`src/cmd_pkg.sv`:
```
package cmd_pkg;

    // --------------------------------------------------
    // Widths and depths
    // --------------------------------------------------
    localparam int data_width     = 16;
    localparam int seq_width      = 8;
    localparam int cmd_fifo_depth = 8;
    localparam int res_fifo_depth = 4;

    // Command FIFO fill count wide enough to hold the full depth
    localparam int cmd_cnt_width  = $clog2(cmd_fifo_depth) + 1;

    // --------------------------------------------------
    // Enumerations
    // --------------------------------------------------
    // Codes 8 to 15 are not listed and count as illegal
    typedef enum logic [3:0] {
        op_add = 4'd0,
        op_sub = 4'd1,
        op_and = 4'd2,
        op_or  = 4'd3,
        op_xor = 4'd4,
        op_shl = 4'd5,
        op_shr = 4'd6,
        op_max = 4'd7
    } opcode_e;

    typedef enum logic {
        st_ok      = 1'b0,
        st_illegal = 1'b1
    } status_e;

    // --------------------------------------------------
    // Payload structs
    // --------------------------------------------------
    // Raw command as it arrives on the input port
    typedef struct packed {
        logic [3:0]            opcode;
        logic [data_width-1:0] operand_a;
        logic [data_width-1:0] operand_b;
    } cmd_t;

    // Decoded command handed to the execute stage
    typedef struct packed {
        opcode_e               op;
        logic                  illegal;
        logic [data_width-1:0] operand_a;
        logic [data_width-1:0] operand_b;
    } dec_t;

    // ALU outcome
    typedef struct packed {
        logic [data_width-1:0] value;
        logic                  illegal;
        logic                  zero;
    } exe_t;

    // Result word written into the result FIFO
    typedef struct packed {
        logic [seq_width-1:0]  seq;
        status_e               status;
        logic                  zero;
        logic [data_width-1:0] value;
    } res_t;

endpackage : cmd_pkg

```
`src/fifo_sync.sv`:
```
`timescale 1ns/1ps

// DEPTH must be a power of two so the pointers wrap on their own
module fifo_sync #(
    parameter type DATA_T = logic [15:0],
    parameter int  DEPTH  = 8
) (
    input  logic                 clk,
    input  logic                 rst_n,

    // Write side
    output logic                 wr_rdy,
    input  logic                 wr,
    input  DATA_T                wr_data,
    output logic [$clog2(DEPTH):0] wr_count,
    output logic                 full,

    // First-word-fall-through read side
    input  logic                 rd,
    output logic                 rd_ack,
    output DATA_T                rd_data,
    output logic [$clog2(DEPTH):0] rd_count,
    output logic                 empty
);

    localparam int addr_width = $clog2(DEPTH);

    // --------------------------------------------------
    // Storage and pointers
    // --------------------------------------------------
    DATA_T                 mem [DEPTH];
    logic [addr_width-1:0] wr_ptr;
    logic [addr_width-1:0] rd_ptr;
    logic [addr_width:0]   count;

    logic                  do_wr;
    logic                  do_rd;

    // Status from occupancy
    assign full   = (count == DEPTH[addr_width:0]);
    assign empty  = (count == '0);
    assign wr_rdy = ~full;

    // Qualified strobes
    assign do_wr  = wr & ~full;
    assign do_rd  = rd & ~empty;
    assign rd_ack = do_rd;

    // --------------------------------------------------
    // Pointer and occupancy update
    // --------------------------------------------------
    always_ff @(posedge clk or negedge rst_n) begin
        if (!rst_n) begin
            wr_ptr <= '0;
            rd_ptr <= '0;
            count  <= '0;
        end else begin
            if (do_wr) begin
                wr_ptr <= wr_ptr + 1'b1;
            end
            if (do_rd) begin
                rd_ptr <= rd_ptr + 1'b1;
            end
            case ({do_wr, do_rd})
                2'b10:   count <= count + 1'b1;
                2'b01:   count <= count - 1'b1;
                default: count <= count;
            endcase
        end
    end

    // --------------------------------------------------
    // Array write
    // --------------------------------------------------
    always_ff @(posedge clk) begin
        if (do_wr) begin
            mem[wr_ptr] <= wr_data;
        end
    end

    // Head entry shown combinationally
    assign rd_data = mem[rd_ptr];

    // Both sides see the same clock, so one count serves both
    assign wr_count = count;
    assign rd_count = count;

endmodule : fifo_sync

```
`src/cmd_decode.sv`:
```
`timescale 1ns/1ps

module cmd_decode
    import cmd_pkg::*;
(
    input  logic clk,
    input  logic rst_n,

    // Command FIFO read side
    input  logic fifo_empty,
    input  cmd_t fifo_data,
    output logic fifo_rd,

    // Toward the execute stage
    output logic dec_valid,
    output dec_t dec_out,
    input  logic dec_ready
);

    logic accept;
    logic illegal;
    dec_t dec_next;

    // --------------------------------------------------
    // Flow control
    // --------------------------------------------------
    // Register is free, or its contents leave this cycle
    assign accept  = ~dec_valid | dec_ready;
    assign fifo_rd = accept & ~fifo_empty;

    // --------------------------------------------------
    // Opcode check
    // --------------------------------------------------
    // Only codes 0 to 7 are defined, so the top bit flags an illegal code
    assign illegal = fifo_data.opcode[3];

    always_comb begin
        dec_next.illegal = illegal;
        if (illegal) begin
            dec_next.op        = op_add;
            dec_next.operand_a = '0;
            dec_next.operand_b = '0;
        end else begin
            dec_next.op        = opcode_e'(fifo_data.opcode);
            dec_next.operand_a = fifo_data.operand_a;
            dec_next.operand_b = fifo_data.operand_b;
        end
    end

    // --------------------------------------------------
    // Output register
    // --------------------------------------------------
    always_ff @(posedge clk or negedge rst_n) begin
        if (!rst_n) begin
            dec_valid <= 1'b0;
        end else if (accept) begin
            dec_valid <= ~fifo_empty;
        end
    end

    always_ff @(posedge clk) begin
        if (fifo_rd) begin
            dec_out <= dec_next;
        end
    end

endmodule : cmd_decode

```
`src/alu_execute.sv`:
```
`timescale 1ns/1ps

module alu_execute
    import cmd_pkg::*;
(
    input  logic clk,
    input  logic rst_n,

    // From the decode stage
    input  logic dec_valid,
    input  dec_t dec_in,
    output logic dec_ready,

    // Toward the result stage
    output logic exe_valid,
    output exe_t exe_out,
    input  logic exe_ready
);

    logic                  take;
    logic [data_width-1:0] alu_value;
    logic [3:0]            shamt;

    assign dec_ready = ~exe_valid | exe_ready;
    assign take      = dec_valid & dec_ready;

    // Shifts only use the low nibble of operand_b
    assign shamt = dec_in.operand_b[3:0];

    // --------------------------------------------------
    // ALU
    // --------------------------------------------------
    always_comb begin
        if (dec_in.illegal) begin
            alu_value = '0;
        end else begin
            case (dec_in.op)
                op_add:  alu_value = dec_in.operand_a + dec_in.operand_b;
                op_sub:  alu_value = dec_in.operand_a - dec_in.operand_b;
                op_and:  alu_value = dec_in.operand_a & dec_in.operand_b;
                op_or:   alu_value = dec_in.operand_a | dec_in.operand_b;
                op_xor:  alu_value = dec_in.operand_a ^ dec_in.operand_b;
                op_shl:  alu_value = dec_in.operand_a << shamt;
                op_shr:  alu_value = dec_in.operand_a >> shamt;
                op_max: begin
                    // Unsigned compare
                    alu_value = (dec_in.operand_a > dec_in.operand_b) ?
                                dec_in.operand_a : dec_in.operand_b;
                end
                default: alu_value = '0;
            endcase
        end
    end

    // --------------------------------------------------
    // Output register
    // --------------------------------------------------
    always_ff @(posedge clk or negedge rst_n) begin
        if (!rst_n) begin
            exe_valid <= 1'b0;
        end else if (dec_ready) begin
            exe_valid <= dec_valid;
        end
    end

    always_ff @(posedge clk) begin
        if (take) begin
            exe_out.value   <= alu_value;
            exe_out.illegal <= dec_in.illegal;
            exe_out.zero    <= (alu_value == '0);
        end
    end

endmodule : alu_execute

```
`src/result_pack.sv`:
```
`timescale 1ns/1ps

module result_pack
    import cmd_pkg::*;
(
    input  logic clk,
    input  logic rst_n,

    // From the execute stage
    input  logic exe_valid,
    input  exe_t exe_in,
    output logic exe_ready,

    // Result FIFO write side
    output logic res_wr,
    output res_t res_data,
    input  logic res_rdy
);

    logic                 take;
    logic [seq_width-1:0] seq_cnt;

    // Write is held until the FIFO takes it
    assign exe_ready = ~res_wr | res_rdy;
    assign take      = exe_valid & exe_ready;

    // --------------------------------------------------
    // Control and sequence counter
    // --------------------------------------------------
    always_ff @(posedge clk or negedge rst_n) begin
        if (!rst_n) begin
            res_wr  <= 1'b0;
            seq_cnt <= '0;
        end else begin
            if (exe_ready) begin
                res_wr <= exe_valid;
            end
            // Wraps from 255 back to 0
            if (take) begin
                seq_cnt <= seq_cnt + 1'b1;
            end
        end
    end

    // --------------------------------------------------
    // Result word
    // --------------------------------------------------
    always_ff @(posedge clk) begin
        if (take) begin
            res_data.seq    <= seq_cnt;
            res_data.status <= exe_in.illegal ? st_illegal : st_ok;
            res_data.zero   <= exe_in.zero;
            res_data.value  <= exe_in.value;
        end
    end

endmodule : result_pack

```
`src/cmd_engine_top.sv`:
```
`timescale 1ns/1ps

module cmd_engine_top
    import cmd_pkg::*;
(
    input  logic                     clk,
    input  logic                     rst_n,

    // Command input
    input  logic                     in_valid,
    output logic                     in_ready,
    input  cmd_t                     in_cmd,

    // Result output
    output logic                     out_valid,
    input  logic                     out_ready,
    output res_t                     out_res,

    output logic [cmd_cnt_width-1:0] cmd_count
);

    // --------------------------------------------------
    // Stage wiring
    // --------------------------------------------------
    logic cmd_empty;
    cmd_t cmd_head;
    logic cmd_rd;

    logic dec_valid;
    dec_t dec_data;
    logic dec_ready;

    logic exe_valid;
    exe_t exe_data;
    logic exe_ready;

    logic res_wr;
    res_t res_data;
    logic res_rdy;
    logic res_empty;

    // Command queue
    fifo_sync #(
        .DATA_T (cmd_t),
        .DEPTH  (cmd_fifo_depth)
    ) u_cmd_fifo (
        .clk      (clk),
        .rst_n    (rst_n),
        .wr_rdy   (in_ready),
        .wr       (in_valid),
        .wr_data  (in_cmd),
        .wr_count (cmd_count),
        .full     (),
        .rd       (cmd_rd),
        .rd_ack   (),
        .rd_data  (cmd_head),
        .rd_count (),
        .empty    (cmd_empty)
    );

    cmd_decode u_decode (
        .clk        (clk),
        .rst_n      (rst_n),
        .fifo_empty (cmd_empty),
        .fifo_data  (cmd_head),
        .fifo_rd    (cmd_rd),
        .dec_valid  (dec_valid),
        .dec_out    (dec_data),
        .dec_ready  (dec_ready)
    );

    alu_execute u_execute (
        .clk       (clk),
        .rst_n     (rst_n),
        .dec_valid (dec_valid),
        .dec_in    (dec_data),
        .dec_ready (dec_ready),
        .exe_valid (exe_valid),
        .exe_out   (exe_data),
        .exe_ready (exe_ready)
    );

    result_pack u_result (
        .clk       (clk),
        .rst_n     (rst_n),
        .exe_valid (exe_valid),
        .exe_in    (exe_data),
        .exe_ready (exe_ready),
        .res_wr    (res_wr),
        .res_data  (res_data),
        .res_rdy   (res_rdy)
    );

    // Result queue whose head drives the output port
    fifo_sync #(
        .DATA_T (res_t),
        .DEPTH  (res_fifo_depth)
    ) u_res_fifo (
        .clk      (clk),
        .rst_n    (rst_n),
        .wr_rdy   (res_rdy),
        .wr       (res_wr),
        .wr_data  (res_data),
        .wr_count (),
        .full     (),
        .rd       (out_ready),
        .rd_ack   (),
        .rd_data  (out_res),
        .rd_count (),
        .empty    (res_empty)
    );

    assign out_valid = ~res_empty;

endmodule : cmd_engine_top

```
`config.mk`:
```
export PLATFORM = sky130hd
export DESIGN_NAME = cmd_engine_top
export DESIGN_NICKNAME = d
export VERILOG_FILES = /design/src/cmd_pkg.sv /design/src/fifo_sync.sv /design/src/cmd_decode.sv /design/src/alu_execute.sv /design/src/result_pack.sv /design/src/cmd_engine_top.sv
export SDC_FILE = /design/constraint.sdc
export NUM_CORES = 1
export LEC_CHECK = 0
export BUFFER_PORTS_ARGS = -buffer_cell sky130_fd_sc_hd__buf_2
export CORE_ASPECT_RATIO = 2
export CORE_MARGIN = 2
export CORE_UTILIZATION = 60
export CTS_CLUSTER_DIAMETER = 100
export DETAILED_ROUTE_END_ITERATION = 12
export PLACE_DENSITY = 0.77
export RECOVER_POWER = 50
export REMOVE_ABC_BUFFERS = 1
export SYNTH_ARGS = -nofsm -noshare
export SYNTH_HDL_FRONTEND = slang
export SYNTH_HIERARCHICAL = 1
export SYNTH_SLANG_ARGS = --single-unit
```
`constraint.sdc`:
```
create_clock -name clk -period 8.9 [get_ports clk]
set_clock_uncertainty 0.05 [all_clocks]
set_input_delay 0.445 -clock clk [delete_from_list [all_inputs] [get_ports clk]]
set_output_delay 0.445 -clock clk [all_outputs]
set_load 0.005 [all_outputs]
```
==> metrics.cfg, run 1 <==
[power]
p_comb_share_pct=42.1
pwr-share-seq_pct=39.5
power_frac_clock_pct=18.4
p_int_mw=6.19
switching_power_mw=3.81
p_leak_nw=9.07
p_sw_share_pct=38.1
power_density_mw_per_mm2=387
peakVddDrop_v=0.000258

[synthesis]
ys_warn_count=6
syn_inst=1442
syn_area_per_cell_um2=16.5
synth_area_mm2=0.0238

[clock_tree]
numCtsBuffers=42
htree_levels=2
cts_root_buf=clkbuf_16
cts_tree=built
clkTransAtPathRegs_ns=0.07
clk_latency_ns=0.58
postCtsSetupBuffers=0
cts.sinks=500
cts_buffer_depth=3

[sta]
max_slew.worst_pin.slew_ns=2.18
setup_viol_count_final=0
timing.setup.tns_ns=0
fin_crit_sh_pct=49.3
fmax_ghz=0.228
slew_viol_final=166
hold_viol=0
slew_headroom_pct=-45.2
min_period_ns=4.38
rsz0062_at_grt=no

[critical_path]
required_ns=9.16
end_kind=flip-flop
cp.arrival_ns=4.65
criticalPathCategory=reg -> reg
critPathLaunchType=flip-flop
rr_worst_depth=13
path_max_fanout=41
r2r-end=u_execute/exe_out[0]
cp-startpoint=u_decode/dec_out[2]
r2r_slack_ns=4.52
r2r_start=u_decode/dec_out[2]

[run]
maxCapViolCount=7

[routing]
drtIter0Drc=938
routedWlPerCell_um=28.8
ant_nets=0
drt_pre_antenna_iters=5
viasPerCell=6.48
drc=0
vias=13398
wl_um=59500

[outcome]
violations=capacitance limit, slew limit
status=finished, violations left

[floorplanning]
die_area_mm2=0.0413
die_w_um=145
coreArea_mm2=0.0393
io-pin-count=72
start_util_pct=60.4
rows=103
die_y_um=285

[cells_and_area]
fillers=2691
mostFrequentLayoutCells=edfxtp_1 (472), inv_1 (70), mux4_1 (65)
finalNetCount=1614
syn2layout_area_growth_pct=8.72
drive_above_1_share_pct=17.5
fin_util_pct=65.7
layout_commonest_cell=edfxtp_1

[hold_path]
worstHoldEndpoint=u_cmd_fifo/wr_ptr[2]
hold_path_depth=3
hp-class=in -> reg
min-delay-start=in_valid

[grt]
track_usage_pct=29.8
grt_pass1_wl_um=88600
grt_antenna_before_repair=1
grt_pass1_vias=14036
overflow=0
grt_max_degree=75

[placed_design]
routabilityCongestion=1.02
dp_hpwl_um=40600
port_buffers=71

==> registers in the layout (all words and copies together), names as in the netlist <==
register             count
u_cmd_fifo/mem         288
u_cmd_fifo/rd_count      4
u_cmd_fifo/rd_ptr        3
u_cmd_fifo/wr_ptr        3
u_decode/dec_out        36
u_decode/dec_valid       1
u_execute/exe_out       18
u_execute/exe_valid      1
u_res_fifo/mem         104
u_res_fifo/rd_count      3
u_res_fifo/rd_ptr        2
u_res_fifo/wr_ptr        2
u_result/res_data       26
u_result/res_wr          1
u_result/seq_cnt         8
==> critical path, stage by stage, from the launching register on <==
cell and delay, ns:
edfxtp_1 0.32, buf_4 0.38, inv_1 0.08, buf_4 0.23
ha_1 0.52, a21o_1 0.24, a221oi_2 0.09, o21ai_0 0.68
a21oi_1 0.16, o31a_1 0.34, or3_1 0.33, a31oi_1 0.34
nor4_1 0.10, and4bb_1 0.22
==> power groups by stage <==
stage               logic (mW)  registers, mW  clock network, mW
finish                    4.21           3.95               1.84
detailed placement        4.18           3.98                  0
CTS                       4.20           3.94               1.88
global placement          4.14           3.92                  0
global route              4.51           4.03               1.96
floorplan                 2.67           3.97                  0
==> routing by layer <==
metal,vias up,part of all wire [%],global-route usage [%]
met5,-,0,0
met4,0,8.7,20.8
met2,502,55,53.8
li1,5895,-,-
met3,223,4.3,4.38
met1,6778,32,31.0
==> stage by stage <==
step / std cells / setup slack [ns] / power [mW] / cell area (um^2) / hold slack, ns
after floorplan: 1360 / 3.94 / 6.64 / 23200 / 0.0994
after global placement: 1987 / 4.60 / 8.06 / 24500 / 0.355
after detailed placement: 1987 / 4.60 / 8.16 / 24500 / 0.355
after CTS: 2065 / 4.57 / 10.0 / 25900 / 0.0559
after global routing: 2066 / 4.36 / 10.5 / 25800 / 0.121
final: 2066 / 4.52 / 10.0 / 25800 / 0.118
==> worst max-delay path by stage <==
stage	to	slack, ns	depth (start not counted)
CTS	u_execute/exe_out[0]	4.57	13
global placement	u_execute/exe_out[0]	4.60	13
floorplan	u_cmd_fifo/rd_count[3]	3.94	13
finish	u_execute/exe_out[0]	4.52	13
detailed placement	u_execute/exe_out[0]	4.60	13
global route	u_execute/exe_out[0]	4.36	13
==> timing repair <==
item / in CTS / in global routing
endpoints found under the hold margin: 28 / 0
gates resized for setup: 0 / 0
hold buffers: 1 / 0
==> cell type report <==
type,instances,area (um^2),share of cell area (%)
timing repair buffer,103,532,2.06
sequential,500,14900,57.6
antenna,1,2.50,0.00969
inverter,72,270,1.05
clock buffer,52,1090,4.22
tap,525,657,2.54
multi-input combinational,788,8110,31.4
clock inverter,25,280,1.09
Power figures use the tool's default switching activity.
==> run 2, diff against run 1 <==
- ABC_AREA: not set -> 1
- clock period: 8.9 -> 4.15 ns (I/O delays scaled with it)
==> run 2 against run 1 <==
The run still ends with capacitance limit, slew limit left. Clock-buffer cell count down 6. Via count rose by 46%. Combinational power grew to 2.8 times the previous value. Sequential share of layout area is 5.2 points lower. Sequential power increased by 110%. Worst hold slack better by 0.26 ns. Final area up 9.9%. Die area is 8.7% higher. Core utilization grew 0.97 points. Area after synthesis rose by 8.9%. Synthesized cell count increased by 98%. Critical path type unchanged. Critical endpoint unchanged.
==> metrics.cfg, run 2 <==
[clock_tree]
clk_latency_ns=0.59  ; about the same
cts.sinks=500  ; unchanged
htree_levels=2  ; unchanged
cts_tree=built
cts_buffer_depth=3  ; unchanged
numCtsBuffers=43  ; +2.4%
clkTransAtPathRegs_ns=0.07  ; about the same
postCtsSetupBuffers=0  ; unchanged
cts_root_buf=clkbuf_16

[cells_and_area]
top_regs=u_cmd_fifo/mem (288), u_res_fifo/mem (104), u_decode/dec_out (36)
layout_commonest_cell=nand2_1
largest-register=u_cmd_fifo/mem
design_area_mm2=0.0284  ; +9.9%
largest_register_ffs=288  ; unchanged
fillers=3282  ; +22%
drive_above_1_share_pct=8.62  ; -8.8 points
mostFrequentLayoutCells=nand2_1 (937), edfxtp_1 (472), nor2_1 (423)
syn2layout_area_growth_pct=9.76
finalNetCount=3054  ; +89%
fin_util_pct=66.7  ; +0.97 points
diodes=0  ; -1

[floorplanning]
rows=107  ; +3.9%
die_w_um=151  ; +4.2%
start_util_pct=60.7  ; +0.31 points
die_area_mm2=0.0449  ; +8.7%
io-pin-count=72  ; unchanged
die_y_um=298  ; +4.3%
coreArea_mm2=0.0426  ; +8.3%

[synthesis]
ys_warn_count=6  ; unchanged
syn_area_per_cell_um2=9.04  ; -45%
synth_area_mm2=0.0259  ; +8.9%
syn_inst=2860  ; +98%

[routing]
ant_nets=0  ; unchanged
viasPerCell=5.53  ; -15%
vias=19498  ; +46%
drc=0  ; unchanged
drt_pre_antenna_iters=5  ; unchanged
routedWlPerCell_um=21.4  ; -26%
drtIter0Drc=1346  ; +43%
wl_um=75300  ; +26%

[critical_path]
cp.arrival_ns=3.83  ; -0.82 ns
required_ns=4.42  ; -4.74 ns
crit_buf_inv=2  ; -1
path_max_fanout=18  ; -56%
crit_family=simple AND/OR/NAND/NOR gates
cpMostUsedCell=nor2_1
critPathLaunchType=flip-flop
criticalPathCategory=reg -> reg
critPathSlowestCell=edfxtp_1
worstPathCellList=inv_1, ha_1, fa_1, inv_1, nand2_1, nand2_1, nand3_2, nand2_2, nand2_2, nand2_4, a21oi_1, nor2_1, nor2_1, nor2_1, nor2_1, nand3_1, nor2_1
max_stage_delay_ns=0.46  ; -0.22 ns
end_kind=flip-flop

[outcome]
status=finished, violations left
violations=capacitance limit, slew limit

[placed_design]
dp_hpwl_um=52900  ; +30%
port_buffers=71  ; unchanged
routabilityCongestion=1.12  ; +9.8%
preCtsSetupSlack_ns=0.779  ; -3.82 ns
dpl_cell_area_mm2=0.0266  ; +8.3%

[sta]
min_period_ns=3.56  ; -0.820 ns
hold_ws_ns=0.375  ; +0.258 ns
timing.final.ws_setup_ns=0.585  ; -3.93 ns
max_slew.worst_pin.slew_ns=2.34  ; +0.165 ns
rsz0062_at_grt=no
slew_headroom_pct=-56.2  ; -11 points
fin_crit_sh_pct=85.9  ; +37 points
setup_viol_count_final=0  ; unchanged
slew_viol_final=98  ; -41%
hold_viol=0  ; unchanged
fmax_ghz=0.281  ; +23%

[grt]
grt_antenna_before_repair=0  ; -1
overflow=0  ; unchanged
grt_max_degree=175  ; +130%
track_usage_pct=34.3  ; +4.5 points
grt_pass1_vias=19705  ; +40%
grt_pass1_wl_um=113000  ; +27%

[power]
p_leak_nw=12.9  ; +42%
power_density_mw_per_mm2=860  ; +120%
total_power_mw=24.4  ; +140%
peakVddDrop_v=0.000556  ; +120%

[run]
maxCapViolCount=3  ; -4

[hold_path]
hp-class=reg -> reg

run 2: changes by cell type in the layout (fill, tap and decap cells not counted), moves of 43 or more:
cell      previous run  this run
nand2_1             40       937
nor2_1              48       423
inv_1               70       394
nand3_1             24       198
mux4_1              65         0
mux4_2              50         0
o211ai_2             0        49
mux2_2              45         0
nor2b_1             43         0
run 2: per-stage QoR:
step / TNS, ns / instances
3_5_place_dp: 0 / 3408
5_1_grt: 0 / 3527
3_3_place_gp: 0 / 3408
4_1_cts: 0 / 3527
2_1_floorplan: -74.70 / 2744
6_report: 0 / 3527
run 2: final timing paths:
check                                startpoint                      to  slack [ns]  cells past startpoint
max reg2reg                u_decode/dec_out[16]    u_execute/exe_out[0]        0.59                     17
min in group asynchronous                 rst_n  u_cmd_fifo/rd_count[2]        0.49                      2
min                        u_execute/exe_out[4]    u_result/res_data[2]        0.38                      0
max in group asynchronous                 rst_n    u_cmd_fifo/rd_ptr[0]        2.47                      2
max                        u_decode/dec_out[16]    u_execute/exe_out[0]        0.59                     17
min reg2reg                u_execute/exe_out[4]    u_result/res_data[2]        0.38                      0
run 2: power breakdown:
group,internal (mW),switching [mW],leakage (nW)
Clock,2.35,1.87,0.719
Combinational,3.30,8.45,7.38
Sequential,7.50,0.925,4.81
run 2: cell type report:
cell class	instances	area [um^2]	share of cell area, %
clock buffers	46	1110	3.91
repair buffers	158	1080	3.82
multi-input cells	1836	8690	30.6
inverters	408	1540	5.43
well taps	545	682	2.40
flip-flops and latches	500	14900	52.4
clock inverters	34	397	1.40
run 2: repair_timing:
action | CTS | global route
hold endpoints to repair | 319 | 0
hold buffers | 39 | 0
resized for setup | 0 | 0
run 2: worst reg2reg max path, stage by stage (launching register included):
cell,delay [ns]
edfxtp_1,0.46
inv_1,0.18
ha_1,0.29
fa_1,0.44
inv_1,0.11
nand2_1,0.07
nand2_1,0.12
nand3_2,0.11
nand2_2,0.10
nand2_2,0.14
nand2_4,0.27
a21oi_1,0.12
nor2_1,0.42
nor2_1,0.10
nor2_1,0.15
nor2_1,0.07
nand3_1,0.07
nor2_1,0.05
run 2: per-layer routing:
| metal | global-route usage, % | vias to the layer above | part of all wire [%] |
|---|---|---|---|
| li1 | - | 9246 | - |
| met1 | 31.1 | 9107 | 30 |
| met2 | 63.7 | 821 | 54 |
| met3 | 5.72 | 324 | 5.7 |
| met4 | 29.0 | 0 | 10 |
| met5 | 0 | - | 0 |
==> run 3, diff against run 2 <==
- ABC_AREA: 1 -> not set
==> run 3 against run 2 <==
Highest routed layer unchanged. Non-clock buffer count rose by 32. The flow still finishes with violations (capacitance limit, slew limit). Worst hold slack lost 0.0063 ns. Register-to-register slack lost 0.40 ns. Critical endpoint unchanged. Core utilization up 1.2 points.
==> metrics.cfg, run 3 (synthesized netlist as in run 1, its figures left out) <==
[outcome]
status=finished, violations left
violations=capacitance limit, slew limit

[cells_and_area]
finalNetCount=1700  ; -44%
fillers=2626  ; -20%
layout_commonest_cell=edfxtp_1
fin_util_pct=67.9  ; +1.2 points
diodes=0  ; unchanged
mostFrequentLayoutCells=edfxtp_1 (472), inv_1 (70), buf_4 (69)
syn2layout_area_growth_pct=12.3
drive_above_1_share_pct=19.7  ; +11 points
largest_register_ffs=288  ; unchanged
largest-register=u_cmd_fifo/mem
top_regs=u_cmd_fifo/mem (288), u_res_fifo/mem (104), u_decode/dec_out (36)
design_area_mm2=0.0267  ; -6.0%

[routing]
drtIter0Drc=1102  ; -18%
drc=0  ; unchanged
wl_um=62100  ; -18%
ant_nets=0  ; unchanged
routedWlPerCell_um=28.9  ; +35%
vias=13817  ; -29%
drt_pre_antenna_iters=7  ; +2
viasPerCell=6.43  ; +16%

[run]
maxCapViolCount=5  ; +2

[grt]
grt_pass1_wl_um=92100  ; -18%
grt_max_degree=69  ; -61%
grt_pass1_vias=14488  ; -26%
grt_antenna_before_repair=0  ; unchanged
track_usage_pct=31.1  ; -3.3 points
overflow=0  ; unchanged

[power]
p_comb_share_pct=44.5  ; -3.7 points
pwr-share-seq_pct=37.6  ; +3.1 points
p_sw_share_pct=38.0  ; -8.0 points
peakVddDrop_v=0.000541  ; -2.6%
power_density_mw_per_mm2=831  ; -3.3%
p_int_mw=13.7  ; +4.4%
total_power_mw=22.2  ; -9.2%
p_leak_nw=9.50  ; -26%
power_frac_clock_pct=17.9  ; +0.6 points
switching_power_mw=8.43  ; -25%

[placed_design]
dpl_cell_area_mm2=0.0250  ; -5.9%
port_buffers=71  ; unchanged
routabilityCongestion=1.08  ; -3.6%
dp_hpwl_um=41500  ; -22%
preCtsSetupSlack_ns=0.237  ; -0.542 ns

[critical_path]
max_stage_delay_ns=0.70  ; +0.24 ns
criticalPathCategory=reg -> reg
cpMostUsedCell=buf_4
required_ns=4.52  ; +0.10 ns
worstPathCellList=inv_1, ha_1, buf_4, nand2_2, nor2_2, a21oi_1, o21ai_0, buf_4, mux2i_1, nand3_1, o41ai_1, nor2b_1, and4bb_1
end_kind=flip-flop
cp.arrival_ns=4.34  ; +0.51 ns
path_max_fanout=8  ; -10
critPathLaunchType=flip-flop
critPathSlowestCell=o21ai_0

[clock_tree]
cts_root_buf=clkbuf_16
cts.sinks=500  ; unchanged
cts_buffer_depth=3  ; unchanged
htree_levels=2  ; unchanged
numCtsBuffers=41  ; -4.7%
cts_tree=built
clkTransAtPathRegs_ns=0.08  ; about the same
clk_latency_ns=0.58  ; about the same

[sta]
setup_viol_count_final=0  ; unchanged
hold_viol=0  ; unchanged
rsz0062_at_grt=no
max_slew.worst_pin.slew_ns=1.76  ; -0.580 ns
fin_crit_sh_pct=95.5  ; +9.6 points
timing.final.ws_setup_ns=0.186  ; -0.399 ns
slew_headroom_pct=-17.6  ; +39 points
fmax_ghz=0.252  ; -10%
slew_viol_final=137  ; +40%
min_period_ns=3.96  ; +0.399 ns

[floorplanning]
coreArea_mm2=0.0393  ; -7.7%
rows=103  ; -3.7%
die_area_mm2=0.0413  ; -8.0%
start_util_pct=60.4  ; -0.31 points
die_w_um=145  ; -4.1%
die_y_um=285  ; -4.1%
io-pin-count=72  ; unchanged

[hold_path]
hp-class=reg -> reg

==> run 3: cell types whose count changed in the layout (fill, tap and decap cells not counted), moves of 45 or more <==
cell / previous run / this run
nand3_1: 198 / 24
nand2_1: 937 / 40
nor2_1: 423 / 48
mux2_2: 0 / 45
mux4_2: 0 / 50
mux4_1: 0 / 65
o211ai_2: 49 / 0
inv_1: 394 / 70
==> run 3: path summary, 6_finish.rpt <==
path	startpoint	end	slack [ns]	cells after the start
min reg2reg	u_execute/exe_out[11]	u_result/res_data[9]	0.37	0
max reg2reg	u_decode/dec_out[7]	u_execute/exe_out[0]	0.19	13
min	u_execute/exe_out[11]	u_result/res_data[9]	0.37	0
min in group asynchronous	rst_n	u_cmd_fifo/rd_ptr[0]	0.48	2
max	u_decode/dec_out[7]	u_execute/exe_out[0]	0.19	13
max in group asynchronous	rst_n	u_cmd_fifo/rd_ptr[0]	2.51	2
==> run 3: metal layers <==
metal  vias up  global-route usage, %  share of wire, %
met5         -                      0                 0
met4         0                   22.2               8.9
met3       226                   4.40               5.0
met2       603                   55.8                54
met1      6922                   32.5                33
li1       6066                      -                 -
==> run 3: area by class of cell <==
type / instances / area [um^2] / share of cell area, %
repair buffers: 190 / 1370 / 5.15
flip-flops and latches: 500 / 14900 / 55.8
clock inverters: 19 / 258 / 0.966
clock buffers: 55 / 1120 / 4.20
well taps: 525 / 657 / 2.46
multi-input cells: 788 / 8120 / 30.4
inverters: 72 / 270 / 1.01
==> run 3: power by group through the flow <==
| stage | Clock [mW] | Sequential (mW) | Combinational, mW |
|---|---|---|---|
| floorplan | 0 | 8.52 | 5.72 |
| global placement | 0 | 8.27 | 9.65 |
| detailed placement | 0 | 8.40 | 9.69 |
| CTS | 4.01 | 8.31 | 9.77 |
| global route | 4.20 | 8.47 | 10.5 |
| finish | 3.97 | 8.33 | 9.87 |
==> run 3: metrics by stage <==
stage | std cells | setup TNS (ns) | hold WS (ns)
6_report | 2149 | 0 | 0.369
3_5_place_dp | 2036 | 0 | 0.213
5_1_grt | 2149 | 0 | 0.378
3_3_place_gp | 2036 | 0 | 0.207
2_1_floorplan | 1360 | -1.33 | -0.138
4_1_cts | 2149 | 0 | 0.138
==> run 3: worst max-delay path: cells and delay by family (launching register included) <==
kind                     cells  cell delay (ns)
AO/OA/AOI/OAI                3             1.12
AND/OR/NAND/NOR              5             0.82
flip-flops                   1             0.45
buffers and inverters        3             0.60
adder cells (fa/ha/maj)      1             0.52
multiplexers                 1             0.24
==> run 3: what timing repair did <==
item | CTS | global route
endpoints found under the hold margin | 320 | 0
resized for setup | 0 | 2
hold buffers | 39 | 0
setup buffers | 0 | 0
endpoints found under the setup margin | 0 | 1
